## config.mk

```make
export PLATFORM = sky130hd
export DESIGN_NAME = console_io_top
export DESIGN_NICKNAME = d
export VERILOG_FILES = /design/src/design/pad_types_pkg.sv /design/src/design/audio_types_pkg.sv /design/src/design/io_control.sv /design/src/design/pad_poller.sv /design/src/design/event_fifo.sv /design/src/design/audio_output.sv /design/src/design/console_io_top.sv
export VERILOG_INCLUDE_DIRS = /design/src /design/src/design
export SDC_FILE = /design/constraint.sdc
export NUM_CORES = 1
export LEC_CHECK = 0
export ABC_CLOCK_PERIOD_IN_PS = 2680
export BUFFER_PORTS_ARGS = -buffer_cell sky130_fd_sc_hd__buf_2
export CAP_MARGIN = 20
export CORE_AREA = 2 2 181 183
export CTS_BUF_LIST = sky130_fd_sc_hd__clkbuf_16
export DETAILED_ROUTE_END_ITERATION = 10
export DIE_AREA = 0 0 183 185
export PLACE_DENSITY = 0.54
export REMOVE_ABC_BUFFERS = 1
export SKIP_CTS_REPAIR_TIMING = 1
export SLEW_MARGIN = 20
export SYNTH_ARGS = -nofsm -noshare
export SYNTH_HDL_FRONTEND = slang
export SYNTH_SLANG_ARGS = --single-unit
```

## constraint.sdc

```tcl
create_clock -name clk_2x -period 2.68 [get_ports clk_2x]
set_input_delay 0.134 -clock clk_2x [delete_from_list [all_inputs] [get_ports clk_2x]]
set_output_delay 0.134 -clock clk_2x [all_outputs]
set_load 0.1 [all_outputs]
```

## src/design/io_defines.svh

```systemverilog
// Console peripheral I/O block shared parameters
// Sizes and rates for the gamepad poller, audio tick and event FIFOs

`ifndef IO_DEFINES_SVH
`define IO_DEFINES_SVH

// Number of buttons shifted out by the serial gamepad
`define IO_PAD_BITS 12

// Clock cycles between gamepad polls
// A poll takes 26 cycles from start to word, so this must stay above that
`define IO_POLL_DIV 64

// Clock cycles between audio sample ticks
`define IO_SAMPLE_DIV 32

// Entries in each event FIFO
`define IO_FIFO_DEPTH 4

`endif

```

## src/design/pad_types_pkg.sv

```systemverilog
// Gamepad types for the console I/O block
// Button word layout and the position of each button in it

`include "io_defines.svh"

package pad_types_pkg;

    // One bit per button, 1 means pressed
    // Bit 0 holds the first bit shifted out of the pad
    typedef logic [`IO_PAD_BITS-1:0] pad_word_t;

    // Bit positions in the order the pad shifts them out
    typedef enum logic [3:0] {
        b_2    = 4'd0,
        y      = 4'd1,
        select = 4'd2,
        start  = 4'd3,
        up     = 4'd4,
        down   = 4'd5,
        b_3    = 4'd6,
        b_1    = 4'd7,
        a      = 4'd8,
        x      = 4'd9,
        l      = 4'd10,
        r      = 4'd11
    } pad_button_e;

endpackage

```

## src/design/audio_types_pkg.sv

```systemverilog
// Audio types for the console I/O block
// Signed DAC samples and the stereo frame that carries a pair of them

`include "io_defines.svh"

package audio_types_pkg;

    // Width of one DAC sample
    localparam int AUDIO_SAMPLE_BITS = 16;

    // Two's complement sample as the DAC expects it
    typedef logic signed [AUDIO_SAMPLE_BITS-1:0] audio_sample_t;

    // Left channel sits in the upper half of the packed frame
    typedef struct packed {
        audio_sample_t l;
        audio_sample_t r;
    } audio_frame_t;

endpackage

```

## src/design/io_control.sv

```systemverilog
// I/O control for the console peripheral block
// Generates poll and sample ticks, filters unchanged button words,
// pops audio frames on each sample tick and counts underruns

`timescale 1ns/1ps

`include "io_defines.svh"

module io_control import pad_types_pkg::*; (
    input  logic       clk_2x,
    input  logic       rst_n,
    input  logic       pad_busy,
    input  logic       word_valid,
    input  pad_word_t  pad_word,
    output logic       poll_start,
    output logic       pad_push,
    output pad_word_t  pad_push_data,
    input  logic       audio_empty,
    output logic       audio_pop,
    output logic [7:0] audio_underruns
);

    localparam int POLL_W   = $clog2(`IO_POLL_DIV);
    localparam int SAMPLE_W = $clog2(`IO_SAMPLE_DIV);

    logic [POLL_W-1:0]   poll_cnt;
    logic [SAMPLE_W-1:0] sample_cnt;
    logic                poll_tick;
    logic                sample_tick;
    pad_word_t           last_word;

    // Each tick fires on the last count of its period
    // so the first one lands a full period after reset
    assign poll_tick   = (poll_cnt == POLL_W'(`IO_POLL_DIV - 1));
    assign sample_tick = (sample_cnt == SAMPLE_W'(`IO_SAMPLE_DIV - 1));

    // A tick that lands while the poller is still busy is skipped
    assign poll_start = poll_tick && !pad_busy;

    // Pop only when a frame is waiting, otherwise the tick is an underrun
    assign audio_pop = sample_tick && !audio_empty;

    always_ff @(posedge clk_2x or negedge rst_n) begin
        if (!rst_n) begin
            poll_cnt   <= '0;
            sample_cnt <= '0;
        end else begin
            poll_cnt   <= poll_tick ? '0 : poll_cnt + 1'b1;
            sample_cnt <= sample_tick ? '0 : sample_cnt + 1'b1;
        end
    end

    // Change detection runs one cycle behind word_valid
    // The new word is recorded whether or not it gets queued
    always_ff @(posedge clk_2x or negedge rst_n) begin
        if (!rst_n) begin
            pad_push  <= 1'b0;
            last_word <= '0;
        end else begin
            pad_push <= 1'b0;
            if (word_valid) begin
                pad_push  <= (pad_word != last_word);
                last_word <= pad_word;
            end
        end
    end

    // Word handed to the pad FIFO along with pad_push
    always_ff @(posedge clk_2x) begin
        if (word_valid) begin
            pad_push_data <= pad_word;
        end
    end

    // Underrun count sticks at its maximum rather than wrapping
    always_ff @(posedge clk_2x or negedge rst_n) begin
        if (!rst_n) begin
            audio_underruns <= 8'd0;
        end else if (sample_tick && audio_empty && (audio_underruns != 8'hff)) begin
            audio_underruns <= audio_underruns + 8'd1;
        end
    end

endmodule

```

## src/design/pad_poller.sv

```systemverilog
// Serial gamepad poller
// Latches the pad, clocks out the button bits and assembles the button word

`timescale 1ns/1ps

`include "io_defines.svh"

module pad_poller import pad_types_pkg::*; (
    input  logic      clk_2x,
    input  logic      rst_n,
    input  logic      poll_start,
    output logic      pad_latch,
    output logic      pad_clk,
    input  logic      pad_data,
    output logic      pad_busy,
    output logic      word_valid,
    output pad_word_t pad_word
);

    localparam int SLOT_W = $clog2(`IO_PAD_BITS);

    logic [SLOT_W-1:0] slot;
    logic              phase;
    pad_word_t         shift_q;

    // Sequence per poll
    // One latch cycle, then one two cycle slot per button with pad_clk
    // low then high, then word_valid, 26 cycles after poll_start in all
    always_ff @(posedge clk_2x or negedge rst_n) begin
        if (!rst_n) begin
            pad_latch  <= 1'b0;
            pad_clk    <= 1'b0;
            pad_busy   <= 1'b0;
            word_valid <= 1'b0;
            slot       <= '0;
            phase      <= 1'b0;
        end else begin
            pad_latch  <= 1'b0;
            word_valid <= 1'b0;
            if (poll_start && !pad_busy) begin
                pad_latch <= 1'b1;
                pad_busy  <= 1'b1;
                slot      <= '0;
                phase     <= 1'b0;
            end else if (pad_busy) begin
                if (word_valid) begin
                    // Word has been presented, poll is over
                    pad_busy <= 1'b0;
                end else if (pad_latch) begin
                    // Latch drops here, first slot begins with pad_clk low
                    pad_clk <= 1'b0;
                end else if (!phase) begin
                    pad_clk <= 1'b1;
                    phase   <= 1'b1;
                end else begin
                    pad_clk <= 1'b0;
                    phase   <= 1'b0;
                    if (slot == SLOT_W'(`IO_PAD_BITS - 1)) begin
                        word_valid <= 1'b1;
                    end else begin
                        slot <= slot + 1'b1;
                    end
                end
            end
        end
    end

    // The pad drives data low for a pressed button
    // Capture happens on the edge that raises pad_clk, before the pad moves on
    // Shifting in from the top leaves the first bit at position 0
    always_ff @(posedge clk_2x) begin
        if (pad_busy && !word_valid && !pad_latch && !phase) begin
            shift_q <= {~pad_data, shift_q[`IO_PAD_BITS-1:1]};
        end
    end

    assign pad_word = shift_q;

endmodule

```

## src/design/event_fifo.sv

```systemverilog
// First-word-fall-through FIFO with a selectable payload type
// Used for both button events and stereo audio frames

`timescale 1ns/1ps

`include "io_defines.svh"

module event_fifo #(
    parameter type payload_t = logic [7:0],
    parameter int  DEPTH     = `IO_FIFO_DEPTH
) (
    input  logic     clk_2x,
    input  logic     rst_n,
    input  logic     push,
    input  payload_t push_data,
    input  logic     pop,
    output payload_t head,
    output logic     empty,
    output logic     full
);

    localparam int PTR_W = (DEPTH > 1) ? $clog2(DEPTH) : 1;
    localparam int CNT_W = $clog2(DEPTH + 1);

    payload_t          mem [DEPTH];
    logic [PTR_W-1:0]  wr_ptr;
    logic [PTR_W-1:0]  rd_ptr;
    logic [CNT_W-1:0]  count;
    logic              do_push;
    logic              do_pop;

    assign empty = (count == '0);
    assign full  = (count == CNT_W'(DEPTH));

    // A push into a full FIFO is dropped, even when a pop happens in the same cycle
    assign do_push = push && !full;
    assign do_pop  = pop && !empty;

    // Oldest entry is always visible without a pop
    assign head = mem[rd_ptr];

    always_ff @(posedge clk_2x or negedge rst_n) begin
        if (!rst_n) begin
            wr_ptr <= '0;
            rd_ptr <= '0;
            count  <= '0;
        end else begin
            if (do_push) begin
                wr_ptr <= (wr_ptr == PTR_W'(DEPTH - 1)) ? '0 : wr_ptr + 1'b1;
            end
            if (do_pop) begin
                rd_ptr <= (rd_ptr == PTR_W'(DEPTH - 1)) ? '0 : rd_ptr + 1'b1;
            end
            if (do_push && !do_pop) begin
                count <= count + 1'b1;
            end else if (do_pop && !do_push) begin
                count <= count - 1'b1;
            end
        end
    end

    // Storage array
    always_ff @(posedge clk_2x) begin
        if (do_push) begin
            mem[wr_ptr] <= push_data;
        end
    end

endmodule

```

## src/design/audio_output.sv

```systemverilog
// Audio DAC output stage
// Takes the popped stereo frame and presents it to the DAC with a valid strobe

`timescale 1ns/1ps

`include "io_defines.svh"

module audio_output import audio_types_pkg::*; (
    input  logic          clk_2x,
    input  logic          rst_n,
    input  logic          audio_pop,
    input  audio_frame_t  frame,
    output logic          audio_output_valid,
    output audio_sample_t audio_output_l,
    output audio_sample_t audio_output_r
);

    // Strobe marks the cycle right after the pop
    always_ff @(posedge clk_2x or negedge rst_n) begin
        if (!rst_n) begin
            audio_output_valid <= 1'b0;
        end else begin
            audio_output_valid <= audio_pop;
        end
    end

    // Samples are taken from the FIFO head in the pop cycle
    // and held on the DAC lines until the next pop
    always_ff @(posedge clk_2x) begin
        if (audio_pop) begin
            audio_output_l <= frame.l;
            audio_output_r <= frame.r;
        end
    end

endmodule

```

## src/design/console_io_top.sv

```systemverilog
// Console peripheral I/O top level
// Gamepad poller with a change event queue and a buffered stereo audio output

`timescale 1ns/1ps

`include "io_defines.svh"

module console_io_top import pad_types_pkg::*, audio_types_pkg::*; (
    input  logic          clk_2x,
    input  logic          rst_n,
    output logic          pad_latch,
    output logic          pad_clk,
    input  logic          pad_data,
    input  logic          pad_rd,
    output pad_word_t     pad_rd_data,
    output logic          pad_empty,
    input  logic          audio_wr,
    input  audio_sample_t audio_wr_l,
    input  audio_sample_t audio_wr_r,
    output logic          audio_full,
    output logic          audio_output_valid,
    output audio_sample_t audio_output_l,
    output audio_sample_t audio_output_r,
    output logic [7:0]    audio_underruns
);

    logic         poll_start;
    logic         pad_busy;
    logic         word_valid;
    pad_word_t    pad_word;
    logic         pad_push;
    pad_word_t    pad_push_data;
    logic         audio_pop;
    logic         audio_empty;
    audio_frame_t audio_wr_frame;
    audio_frame_t audio_head;

    // Host writes left and right together as one frame
    assign audio_wr_frame = '{l: audio_wr_l, r: audio_wr_r};

    io_control u_io_control (
        .clk_2x          (clk_2x),
        .rst_n           (rst_n),
        .pad_busy        (pad_busy),
        .word_valid      (word_valid),
        .pad_word        (pad_word),
        .poll_start      (poll_start),
        .pad_push        (pad_push),
        .pad_push_data   (pad_push_data),
        .audio_empty     (audio_empty),
        .audio_pop       (audio_pop),
        .audio_underruns (audio_underruns)
    );

    pad_poller u_pad_poller (
        .clk_2x     (clk_2x),
        .rst_n      (rst_n),
        .poll_start (poll_start),
        .pad_latch  (pad_latch),
        .pad_clk    (pad_clk),
        .pad_data   (pad_data),
        .pad_busy   (pad_busy),
        .word_valid (word_valid),
        .pad_word   (pad_word)
    );

    // Button events, popped directly by the host
    // A full queue simply drops new events, so its full flag goes nowhere
    event_fifo #(.payload_t(pad_word_t), .DEPTH(`IO_FIFO_DEPTH)) u_pad_fifo (
        .clk_2x    (clk_2x),
        .rst_n     (rst_n),
        .push      (pad_push),
        .push_data (pad_push_data),
        .pop       (pad_rd),
        .head      (pad_rd_data),
        .empty     (pad_empty),
        .full      ()
    );

    // Audio frames, drained one per sample tick
    event_fifo #(.payload_t(audio_frame_t), .DEPTH(`IO_FIFO_DEPTH)) u_audio_fifo (
        .clk_2x    (clk_2x),
        .rst_n     (rst_n),
        .push      (audio_wr),
        .push_data (audio_wr_frame),
        .pop       (audio_pop),
        .head      (audio_head),
        .empty     (audio_empty),
        .full      (audio_full)
    );

    audio_output u_audio_output (
        .clk_2x             (clk_2x),
        .rst_n              (rst_n),
        .audio_pop          (audio_pop),
        .frame              (audio_head),
        .audio_output_valid (audio_output_valid),
        .audio_output_l     (audio_output_l),
        .audio_output_r     (audio_output_r)
    );

endmodule

```

# After elaboration in Yosys (flattened, before gate mapping)
# Memories as Yosys holds them, arrays and structs flattened. A register that Yosys moved wholly into a read port is not among the register bits.
# Index checks and enable logic that the tools add are counted.
dict set report totals {
  memories 2
  latchBits 0
  mem_bits_ro 0
  ff_bits 80
  in_bits 37
  elab_cells 125
  out_inout_bits 57
  ram_bits 176
}
# memory words width rd rd_clocked_by_memory_dff wr line
set mem_list {}
lappend mem_list {u_audio_fifo.mem 4 32 1 1 1 event_fifo.sv:25} ;# payload_t mem [DEPTH];
lappend mem_list {u_pad_fifo.mem 4 12 1 0 1 event_fifo.sv:25}
dict set report classes {
  order_cmp 0
  div_mod_pow 0
  n_addsub 12
  bitwise 3
  reduce_logical 37
  n_shift 0
  n_mul 0
  muxes 37
  eq_ne 14
}
# op n
set op_table {}
lappend op_table {{$mux 4} 6}
lappend op_table {{$mux 1} 21}
lappend op_table {{$logic_and 1x1->1} 16}
lappend op_table {{$logic_not 1->1} 12}
lappend op_table {{$mux 3} 4}
lappend op_table {{$ne 12x12->1} 1}
lappend op_table {{$add 2x1->2 const B} 4}
lappend op_table {{$add 8x1->8 const B} 1}
lappend op_table {{$eq 2x2->1 const B} 4}
lappend op_table {{$mux 2} 4}
lappend op_table {{$ne 8x8->1 const B} 1}
lappend op_table {{$reduce_bool 2->1} 4}
lappend op_table {{$add 3x1->3 const B} 2}
lappend op_table {{$add 6x1->6 const B} 1}
lappend op_table {{$eq 3x3->1 const B} 2}
lappend op_table {{$eq 6x6->1 const B} 1}
lappend op_table {{$logic_not 3->1} 2}
lappend op_table {{$mux 6} 1}
lappend op_table {{$reduce_and 3->1} 2}
lappend op_table {{$sub 3x1->3 const B} 2}
lappend op_table {{$add 5x1->5 const B} 1}
lappend op_table {{$eq 5x5->1 const B} 1}
lappend op_table {{$mux 5} 1}
lappend op_table {{$reduce_and 5->1} 1}
lappend op_table {{other kinds (5)} 8}

# Longest topological paths before layout
# Gate-level depths: netlist of run 1.
dict set report logic_depth {
  ltp_word 7
  depth_mapped 10
  depth_no_buf 10
}

# Cells and area by module
# From an unflattened synthesis of run 1, not the netlist that was laid out.
dict set report hier_totals {
  hier_cells 511
  area_unflattened_um2 10801.6
}
# mod area_per_inst_um2 seq_area_each_um2 cells_each n_inst
set modules_own_cells {}
lappend modules_own_cells {{event_fifo (u_audio_fifo)} 5056.1 4018.9 205 1}
lappend modules_own_cells {{event_fifo (u_pad_fifo)} 2175.8 1616.6 100 1}
lappend modules_own_cells {io_control 1813.0 1161.1 124 1}
lappend modules_own_cells {audio_output 985.9 985.9 33 1}
lappend modules_own_cells {pad_poller 770.7 585.6 49 1}

# Worst setup path before layout of run 1
# Ideal clock, no wire load.
dict set report synth_path {
  path_kind {reg2reg}
  from {register u_audio_fifo.count[0]}
  to {register u_audio_fifo.count[1]}
  path_stages_with_launch 8
  path_buffers 1
  setup_time_ps 125
  arrival_time_ps 4005
  slack_ps -1450
  synth_period_minus_slack_ps 4130
  required_ps 2555
  cell_sequence {dfrtp_1 -> nor3b_1 -> nor2b_1 -> clkbuf_1 -> ha_1 -> inv_1 -> fa_1 -> mux2_2}
}
dict set report synth_via {
  word_cells_on_any_way 16
  classes_between {add/sub (2); eq/ne (1); mux (2); reduce/logical (11)}
}
# element line
set synth_lines {}
lappend synth_lines {{from (decl)} event_fifo.sv:28} ;# logic [CNT_W-1:0] count;
lappend synth_lines {{from (signal assigned)} event_fifo.sv:55} ;# count <= count + 1'b1;
lappend synth_lines {{from (signal assigned)} event_fifo.sv:57} ;# count <= count - 1'b1;
lappend synth_lines {{$eq 3x3->1 (*)} event_fifo.sv:33} ;# assign full = (count == CNT_W'(DEPTH));
lappend synth_lines {{net audio_full} console_io_top.sv:20} ;# output logic audio_full,
lappend synth_lines {{$logic_not 1->1 (*)} event_fifo.sv:36} ;# assign do_push = push && !full;
lappend synth_lines {{$logic_and 1x1->1 (*)} event_fifo.sv:36}
lappend synth_lines {{net u_audio_fifo.do_push} event_fifo.sv:29} ;# logic do_push;
lappend synth_lines {{$logic_not 1->1} event_fifo.sv:56} ;# end else if (do_pop && !do_push) begin
lappend synth_lines {{$logic_and 1x1->1} event_fifo.sv:56}
lappend synth_lines {{$reduce_bool 2->1 (no source line)} -}
# Mark *: on every way through the listed nets, which the timed path passes. The rest lies on a longest branch. The select of a mux whose other input is x is not followed.
# A chain may end at the register's enable or synchronous reset.

# Worst setup path after layout of run 1
dict set report layout_path {
  from {register u_io_control.sample_cnt[0]}
  to {register u_audio_fifo.count[2]}
}
dict set report layout_via {
  elab_chain_len 6
  word_cells_on_any_way 8
  classes_between {eq/ne (1); mux (1); reduce/logical (6)}
}
# element line
set layout_rtl {}
lappend layout_rtl {{from (decl)} io_control.sv:27} ;# logic [SAMPLE_W-1:0] sample_cnt;
lappend layout_rtl {{from (signal assigned)} io_control.sv:49} ;# sample_cnt <= sample_tick ? '0 : sample_cnt + 1'b1;
lappend layout_rtl {{$eq 5x5->1 (*)} io_control.sv:35} ;# assign sample_tick = (sample_cnt == SAMPLE_W'(`IO_SAMPLE_DIV - 1));
lappend layout_rtl {{$logic_and 1x1->1 (*)} io_control.sv:41} ;# assign audio_pop = sample_tick && !audio_empty;
lappend layout_rtl {{$logic_and 1x1->1 (*)} event_fifo.sv:37} ;# assign do_pop = pop && !empty;
lappend layout_rtl {{$logic_not 1->1} event_fifo.sv:54} ;# if (do_push && !do_pop) begin
lappend layout_rtl {{$logic_and 1x1->1} event_fifo.sv:54}
lappend layout_rtl {{$mux 3 / $reduce_bool 2->1 (equally long branches)} -}
# Every way passes the cells marked *; elsewhere a longest branch is shown, timed or not.

==> impl_metrics.json, run 1 <==
{
  "status": "complete, no violations",
  "slew_headroom_pct": 38.1,
  "ios": 94,
  "fmax_mhz": 415,
  "grt_max_degree": 35,
  "hold_start": "pad_rd",
  "drt-pass1-iter-count": 4,
  "layout-drive-gt1-share_pct": 31.4,
  "whs_ns": 0.00555,
  "die_x_microns": 183,
  "seq_area_frac_synth_pct": 78.0,
  "powerDensity_nw_per_um2": 910,
  "gp_congestion": 0.738,
  "cts.sinks": 288,
  "path_clk_slew_ns": 0.06,
  "ant_nets": 0,
  "yosysWarnings": 0,
  "antenna_found_initial": 1,
  "cts_buffer_depth": 3,
  "skew_ns": 0.00750,
  "cts_inserted_buffers": 31,
  "netlist_instances": 511,
  "dr_total_vias": 5070,
  "die_h_microns": 185,
  "ys_seq_elements": 288,
  "cts_tree": "built",
  "setup_viol": 0,
  "grt_pass1_vias": 5344,
  "grt_overflow": 0,
  "cp_slowest_cell": "dfrtp_1",
  "worst_slack_ns": 0.268,
  "drc": 0,
  "synth.distinct_cells": 41,
  "fin_total_pwr_mw": 11.8,
  "htreeDepth": 1,
  "nets": 725,
  "period_needed_ns": 2.41,
  "detail_route.wl_per_cell_microns": 17.1,
  "initial_core_util_pct": 33.5,
  "hp-class": "primary input to flip-flop",
  "port-buffer-count": 93,
  "crit_type": "flip-flop to flip-flop",
  "area_growth_pct": 21.4,
  "rows": 66,
  "timing.rr.start": "u_io_control.sample_cnt[0]$_DFF_PN0_",
  "core-area_sq_um": 32000,
  "grtUsageTotal_pct": 11.1,
  "synth_edf_count": 232,
  "start_kind": "flip-flop",
  "crit_required_ns": 3.15,
  "crit_path_max_fanout": 6,
  "finalCritPeriodShare_pct": 90.0,
  "path_cells": "ha_1, and3_1, ha_1, o31ai_2, ha_1, inv_1, fa_1, xor2_1, nor2_1, xor2_1",
  "crit_arrival_ns": 2.88,
  "dp_hpwl_microns": 11600,
  "ir_drop_mv": 0.544,
  "rsz0062_at_grt": "false",
  "yosys_most_used_dff": "edfxtp_1",
  "viasPerCell": 4.60,
  "syn_avg_cell_area_sq_um": 21.0,
  "cts-root-buf": "clkbuf_16",
  "syn-cell-area_sq_um": 10700,
  "tightest_slew_ns": 0.929,
  "cpMostUsedCell": "ha_1",
  "cp-startpoint": "u_io_control.sample_cnt[0]$_DFF_PN0_",
  "nFillCells": 2860,
  "dieArea_sq_um": 33900,
  "finalHoldViolCount": 0,
  "insertion_delay_ns": 0.55,
  "drtIter0Drc": 249,
  "wl_microns": 18800,
  "p_leak_nw": 4.75,
  "drv_cap": 0,
  "slew_viol_final": 0,
  "dp_slack_ns": 0.267,
  "grt_pass1_wl_microns": 29300,
  "end_kind": "flip-flop",
  "max_stage_delay_ns": 0.40,
  "async_reset_ff_share_pct": 19.4
}
synthesized netlist by cell type (2+ instances only):
cell type    n  area [sq um]
nand2_1     12          45.0
clkbuf_1     3          11.3
xnor2_1     20           175
and2_1       8          50.1
mux2i_1      2          20.0
nor2b_1      3          18.8
mux4_2      44           991
nand3_1      7          35.0
buf_4        3          22.5
nor3_1       3          15.0
nor2_1      16          60.1
a21o_1       3          22.5
o21ai_0      6          30.0
nor3_2       2          20.0
inv_1        9          33.8
nor3b_1      3          22.5
mux2_2      17           191
dfrtp_1     56          1400
fa_1         2          40.0
a21oi_1      2          10.0
edfxtp_1   232          6970
nand2b_1     3          18.8
xor2_1      12           105
nand4_1      5          31.3
ha_1        17           213
buf_2        6          30.0
state kept, by name (all words and copies together), names as in the netlist, 4 cells and up:
| name | flops |
|---|---|
| u_pad_poller.pad_word | 12 |
| u_io_control.sample_cnt | 5 |
| u_pad_fifo.mem | 48 |
| u_audio_output.audio_output_l | 16 |
| u_io_control.last_word | 12 |
| u_audio_fifo.mem | 128 |
| u_io_control.pad_push_data | 12 |
| u_pad_poller.slot | 4 |
| u_io_control.audio_underruns | 8 |
| u_io_control.poll_cnt | 6 |
| u_audio_output.audio_output_r | 16 |
final timing paths:
kind,cells past startpoint,to,slack (ns)
max,10,u_audio_fifo.count[2]$_DFFE_PN0P_,0.27
min,3,u_pad_fifo.rd_ptr[0]$_DFFE_PN0P_,0.006
max reg2reg,10,u_audio_fifo.count[2]$_DFFE_PN0P_,0.27
min reg2reg,1,u_io_control.sample_cnt[0]$_DFF_PN0_,0.48
max in group asynchronous,3,u_audio_fifo.rd_ptr[1]$_DFFE_PN0P_,1.97
min in group asynchronous,2,u_pad_poller.slot[1]$_DFFE_PN0P_,0.05
stage by stage:
step	std cells	cell area, sq um	util [%]	TNS (ns)
after CTS	1066	12700	39.6	0
final	1101	13000	40.6	0
after global placement	1010	11700	36.6	0
after global routing	1101	13000	40.6	0
after detailed placement	1010	11700	36.6	0
after floorplan	497	10600	-	-216.26
report_power, final:
group	switching [mW]	internal, mW
clock	1.62	2.28
sequential	0.292	5.38
combinational	1.48	0.795
layout make-up:
| type | count | area (sq um) | area share, % |
|---|---|---|---|
| sequential | 288 | 8370 | 64.3 |
| multi-input combinational | 200 | 2250 | 17.3 |
| timing repair buffer | 139 | 908 | 6.98 |
| clock buffer | 31 | 776 | 5.96 |
| tap | 408 | 510 | 3.92 |
| clock inverter | 25 | 169 | 1.30 |
| inverter | 9 | 33.8 | 0.260 |
| antenna | 1 | 2.50 | 0.0192 |
cells in the final DEF (no fill, tap or decap), types with 2 or more instances in the layout:
cell	n
edfxtp_1	232
buf_2	93
dfrtp_1	54
mux4_2	44
dlygate4sd3_1	34
clkbuf_16	31
xnor2_1	20
mux2_2	17
ha_1	17
inv_1	16
nor2_1	16
nand2_1	12
xor2_1	12
buf_4	11
clkinv_1	10
nand3_1	7
o21ai_0	6
nand4_1	5
clkinv_2	5
and2_2	4
and2_1	4
nor2b_1	3
nor3_1	3
nand2b_1	3
nor3b_1	3
a21o_1	3
nor3_2	2
mux2i_1	2
a21oi_1	2
fa_1	2
bufinv_16	2
dfrtp_2	2
per-layer routing:
layer  wire length, microns  global-route usage [%]  vias up
li1                       -                       -     2320
met1                   7920                    13.8     2628
met2                   9700                    19.6       99
met3                    810                    2.44       23
met4                    350                    3.14        0
met5                      0                       0        -
cell families (layout without fill, tap and decap cells):
| family | Yosys count | count (layout) | share of synthesized area (%) |
|---|---|---|---|
| buffers and inverters | 23 | 204 | 1.05 |
| DFF | 288 | 288 | 78.0 |
| adders and majority gates | 19 | 19 | 2.36 |
| xor gates and xnor gates | 32 | 32 | 2.61 |
| other | 0 | 1 | 0 |
| AOI/OAI and AO/OA | 17 | 17 | 1.07 |
| and+or+nand+nor | 69 | 69 | 3.65 |
| muxes | 63 | 63 | 11.2 |
worst max-delay path, delay by kind of cell (launching register included):
family	cells	cell delay, ns
AOI/OAI and AO/OA	1	0.15
xor gates and xnor gates	2	0.31
DFF	1	0.40
buffers and inverters	1	0.06
and+or+nand+nor	2	0.30
adders and majority gates	4	1.12
Power figures use the tool's default switching activity.
==> run 2: changes to the inputs <==
--- a/config.mk
+++ b/config.mk
@@ -15,6 +15,7 @@
 export DIE_AREA = 0 0 183 185
 export PLACE_DENSITY = 0.54
 export REMOVE_ABC_BUFFERS = 1
+export SETUP_SLACK_MARGIN = 0.3
 export SKIP_CTS_REPAIR_TIMING = 1
 export SLEW_MARGIN = 20
 export SYNTH_ARGS = -nofsm -noshare
==> run 2 against run 1 <==
Against the previous run: the flow now finishes with violations (hold timing); design area is 0.33% higher; flip-flop and latch count unchanged; sequential power about the same; hold slack worse by 0.0079 ns; combinational power barely moved; clock skew shrank 0.00068 ns; wire length up 0.12%; register-to-register slack better by 0.16 ns; largest power group unchanged; highest routed layer unchanged.
==> impl_metrics.json, run 2 (same netlist as run 1, synthesis figures left out) <==
{
  "hp-class": "primary input to flip-flop",
  "start_kind": "flip-flop",
  "core-area_sq_um": 32000,
  "crit_required_ns": 3.15,
  "cts_tree": "built",
  "drt-pass1-iter-count": 4,
  "nets": 726,
  "antenna_found_initial": 1,
  "grt_max_degree": 35,
  "skew_ns": 0.00682,
  "cp_slowest_cell": "dfrtp_1",
  "cts_buffer_depth": 3,
  "status": "finished, violations left",
  "dp_hpwl_microns": 11600,
  "cpMostUsedCell": "xor2_1",
  "fin_setup_tns_ns": 0,
  "cts_inserted_buffers": 31,
  "gp_congestion": 0.738,
  "worst_slack_ns": 0.430,
  "htreeDepth": 1,
  "dr_total_vias": 5089,
  "crit_arrival_ns": 2.72,
  "dp_slack_ns": 0.267,
  "area_growth_pct": 21.8,
  "wl_microns": 18800,
  "layout-drive-gt1-share_pct": 32.2,
  "whs_ns": -0.00234,
  "finalHoldViolCount": 1,
  "end_kind": "flip-flop",
  "fmax_mhz": 445,
  "rsz0062_at_grt": "true",
  "nFillCells": 2858,
  "regMostFlops": "u_audio_fifo.mem",
  "cts.sinks": 288,
  "viasPerCell": 4.62,
  "fin_area_sq_um": 13100,
  "placed_cell_area_sq_um": 11700,
  "grt_overflow": 0,
  "failed_checks": "hold timing",
  "utilization_pct": 40.8,
  "ant_nets": 0,
  "finalCritPeriodShare_pct": 83.9,
  "setup_viol": 0,
  "die_x_microns": 183,
  "ios": 94,
  "drv_cap": 0,
  "initial_core_util_pct": 33.5,
  "port-buffer-count": 93,
  "tightest_slew_ns": 0.924,
  "rows": 66,
  "slew_viol_final": 0,
  "period_needed_ns": 2.25,
  "path_cells": "ha_1, and3_1, ha_4, o31ai_4, ha_2, inv_1, fa_2, xor2_1, nor2_1, xor2_1",
  "grt_pass1_vias": 5344,
  "max_stage_delay_ns": 0.40,
  "cts-root-buf": "clkbuf_16",
  "die_h_microns": 185,
  "slew_headroom_pct": 38.4,
  "final_common_cell": "edfxtp_1",
  "powerDensity_nw_per_um2": 908,
  "grt_pass1_wl_microns": 29300,
  "ir_drop_mv": 0.543,
  "dieArea_sq_um": 33900,
  "crit_type": "flip-flop to flip-flop",
  "path_delay_family": "adder cells",
  "p_leak_nw": 4.76,
  "crit_path_max_fanout": 6,
  "drc": 0,
  "detail_route.wl_per_cell_microns": 17.1,
  "cp_num_buf_inv": 1,
  "largest_reg_flops": 128,
  "drtIter0Drc": 222,
  "insertion_delay_ns": 0.55,
  "mostFrequentLayoutCells": "edfxtp_1 (232), buf_2 (93), dfrtp_1 (53)",
  "reg.largest.list": "u_audio_fifo.mem: 128 flops, u_pad_fifo.mem: 48 flops",
  "path_clk_slew_ns": 0.06,
  "grtUsageTotal_pct": 11.1
}
run 2: cell type report:
class	instances	area, sq um	share of cell area [%]
Multi-Input combinational cell	200	2280	17.4
Inverter	9	33.8	0.259
Timing Repair Buffer	140	920	7.04
Clock buffer	31	776	5.94
Tap cell	408	510	3.91
Sequential cell	288	8370	64.1
Antenna cell	1	2.50	0.0192
Clock inverter	25	169	1.29
run 2: routing by layer:
layer	up-vias	routed length (microns)	global-route usage, %
met3	23	836	2.44
met5	-	0	0
met4	0	350	3.14
li1	2321	-	-
met1	2647	7900	13.8
met2	98	9720	19.6
run 2: worst min-delay path, delay by kind of cell:
kind / cells / cell delay [ns]
AOI/OAI and AO/OA: 1 / 0.14
buffers and inverters: 1 / 0.10
and+or+nand+nor: 1 / 0.13
run 2: path summary, 6_finish.rpt:
kind / slack, ns / end / cells past startpoint / start
max: 0.43 / u_audio_fifo.count[2]$_DFFE_PN0P_ / 10 / u_io_control.sample_cnt[0]$_DFF_PN0_
min: -0.002 / u_pad_fifo.rd_ptr[0]$_DFFE_PN0P_ / 3 / pad_rd
max reg2reg: 0.43 / u_audio_fifo.count[2]$_DFFE_PN0P_ / 10 / u_io_control.sample_cnt[0]$_DFF_PN0_
min reg2reg: 0.47 / u_io_control.sample_cnt[0]$_DFF_PN0_ / 1 / u_io_control.sample_cnt[0]$_DFF_PN0_
max in group asynchronous: 1.97 / u_audio_fifo.rd_ptr[1]$_DFFE_PN0P_ / 3 / rst_n
min in group asynchronous: 0.05 / u_pad_poller.slot[1]$_DFFE_PN0P_ / 2 / rst_n
run 2: per-stage QoR:
stage | hold slack (ns) | power (mW) | instances
final | -0.00234 | 11.9 | 1102
after global routing | 0.00701 | 12.4 | 1102
after floorplan | -0.162 | 7.46 | 497
after global placement | 0.0817 | 7.96 | 1010
after detailed placement | 0.0993 | 8.06 | 1010
after CTS | -0.495 | 12.0 | 1066
run 2: power by group:
| part | switching, mW | leakage [nW] | internal [mW] |
|---|---|---|---|
| Combinational | 1.48 | 1.42 | 0.805 |
| Sequential | 0.302 | 2.84 | 5.38 |
| Clock | 1.62 | 0.496 | 2.28 |
==> run 3: changes to the inputs <==
--- a/config.mk
+++ b/config.mk
@@ -6,7 +6,7 @@
 export SDC_FILE = /design/constraint.sdc
 export NUM_CORES = 1
 export LEC_CHECK = 0
-export ABC_CLOCK_PERIOD_IN_PS = 2680
+export ABC_CLOCK_PERIOD_IN_PS = 2090
 export BUFFER_PORTS_ARGS = -buffer_cell sky130_fd_sc_hd__buf_2
 export CAP_MARGIN = 20
 export CORE_AREA = 2 2 181 183
==> constraint.sdc (replaced) <==
create_clock -name clk_2x -period 2.09 [get_ports clk_2x]
set_input_delay 0.1045 -clock clk_2x [delete_from_list [all_inputs] [get_ports clk_2x]]
set_output_delay 0.1045 -clock clk_2x [all_outputs]
set_load 0.1 [all_outputs]
==> run 3 against run 2 <==
Against the previous run: the run now ends clean; clock skew increased by 0.014 ns; first-iteration DRC count increased by 44%; core utilization increased by 3.0 points; die area unchanged; largest power group unchanged; highest routed layer unchanged.
==> impl_metrics.json, run 3 (same netlist as run 1, synthesis figures left out) <==
{
  "status": "complete, no violations",
  "skew_ns": 0.0211,
  "detail_route.wl_per_cell_microns": 18.4,
  "finalHoldViolCount": 0,
  "placed_cell_area_sq_um": 11900,
  "p_leak_nw": 5.17,
  "htreeDepth": 2,
  "worst_slack_ns": 0.0135,
  "mostFrequentLayoutCells": "edfxtp_1 (232), buf_2 (80), dfrtp_1 (49)",
  "cts-root-buf": "clkbuf_16",
  "worstHoldPathCells": 4,
  "drc": 0,
  "finalCritPeriodShare_pct": 99.4,
  "grt_pass1_wl_microns": 29400,
  "grt-busiest-layer": "met2",
  "ant_nets": 0,
  "met3_usage_pct": 2.99,
  "instances_no_fill": 1141,
  "cts_inserted_buffers": 34,
  "dp.cells": 1020,
  "drt-pass1-iter-count": 6,
  "use_met1_pct": 13.1,
  "die_h_microns": 185,
  "reg.largest.list": "u_audio_fifo.mem: 128 flops, u_pad_fifo.mem: 48 flops",
  "end_kind": "flip-flop",
  "antenna_found_initial": 1,
  "ir_drop_mv": 0.507,
  "reg2reg_to": "u_audio_fifo.count[2]$_DFFE_PN0P_",
  "reg2reg_slack_ns": 0.01,
  "grt_pass1_vias": 5414,
  "rows": 66,
  "nets": 764,
  "start_kind": "flip-flop",
  "gp_congestion": 0.751,
  "powerDensity_nw_per_um2": 1200,
  "tightest_slew_ns": 0.531,
  "area_growth_pct": 30.9,
  "cp-startpoint": "u_io_control.sample_cnt[1]$_DFF_PN0_",
  "drv_cap": 0,
  "path_clk_slew_ns": 0.06,
  "r2r_cells": 10,
  "hold_start": "pad_rd",
  "setup_viol": 0,
  "period_needed_ns": 2.08,
  "slew_viol_final": 0,
  "layout-drive-gt1-share_pct": 38.6,
  "n_antenna_cell": 0,
  "final_common_cell": "edfxtp_1",
  "fin_setup_tns_ns": 0,
  "fin_area_sq_um": 14000,
  "slew_headroom_pct": 64.6,
  "timing.rr.start": "u_io_control.sample_cnt[1]$_DFF_PN0_",
  "cts_tree": "built",
  "cts.sinks": 288,
  "grt_use_met2_pct": 20.7,
  "die_x_microns": 183,
  "drtIter0Drc": 320,
  "crit_path_max_fanout": 2,
  "fmax_mhz": 482,
  "initial_core_util_pct": 33.5,
  "ios": 94,
  "cts_buffer_depth": 3,
  "dr_total_vias": 5255,
  "whs_ns": 0.0528,
  "regMostFlops": "u_audio_fifo.mem",
  "dp_slack_ns": -0.156,
  "dieArea_sq_um": 33900,
  "insertion_delay_ns": 0.50,
  "crit_required_ns": 2.51,
  "wl_microns": 21000,
  "largest_reg_flops": 128,
  "viasPerCell": 4.61,
  "crit_type": "flip-flop to flip-flop",
  "whs_endpoint": "u_pad_fifo.count[0]$_DFFE_PN0P_",
  "rsz0062_at_grt": "true",
  "dp_hpwl_microns": 11700,
  "port-buffer-count": 93,
  "core-area_sq_um": 32000,
  "grtUsageTotal_pct": 11.4,
  "crit_arrival_ns": 2.50,
  "grt_max_degree": 36,
  "grt_overflow": 0,
  "hp-class": "primary input to flip-flop"
}
==> run 3: worst max path at each step <==
| stage | to | cells after the start |
|---|---|---|
| final | u_audio_fifo.count[2]$_DFFE_PN0P_ | 10 |
| after global routing | u_audio_fifo.count[2]$_DFFE_PN0P_ | 10 |
| after CTS | u_audio_fifo.count[2]$_DFFE_PN0P_ | 10 |
| after detailed placement | u_audio_fifo.count[2]$_DFFE_PN0P_ | 10 |
| after global placement | u_audio_fifo.count[2]$_DFFE_PN0P_ | 10 |
| after floorplan | u_audio_fifo.count[1]$_DFFE_PN0P_ | 6 |
==> run 3: metal layers <==
metal | share of wire (%) | routed length, microns
met4 | 1.7 | 367
met3 | 4.0 | 846
met2 | 52 | 10900
met1 | 42 | 8930
met5 | 0 | 0
==> run 3: where the power goes <==
| group | leakage, nW | internal (mW) | switching (mW) |
|---|---|---|---|
| Clock | 0.564 | 3.60 | 2.24 |
| Combinational | 1.78 | 1.69 | 2.16 |
| Sequential | 2.83 | 6.90 | 0.320 |
==> run 3: metrics by stage <==
stage	util [%]	power, mW
2_1_floorplan	-	9.57
3_3_place_gp	37.1	10.3
3_5_place_dp	37.1	10.4
4_1_cts	40.6	16.3
5_1_grt	43.8	17.6
6_report	43.8	16.9
==> run 3: worst max-delay path: stages, from the launching register on <==
cell and delay (ns):
dfrtp_1 0.38, ha_2 0.20, and3_4 0.18, ha_4 0.16, o31ai_4 0.06, ha_2 0.23
inv_2 0.04, fa_2 0.33, xor2_1 0.14, nor2_1 0.13, xor2_1 0.15
==> run 3: cell type report <==
| class | count | area (sq um) |
|---|---|---|
| Fill cell | 2774 | 18000 |
| Sequential cell | 288 | 8380 |
| Multi-Input combinational cell | 200 | 2370 |
| Timing Repair Buffer | 175 | 1620 |
| Clock buffer | 34 | 851 |
| Tap cell | 408 | 510 |
| Clock inverter | 27 | 275 |
| Inverter | 9 | 37.5 |
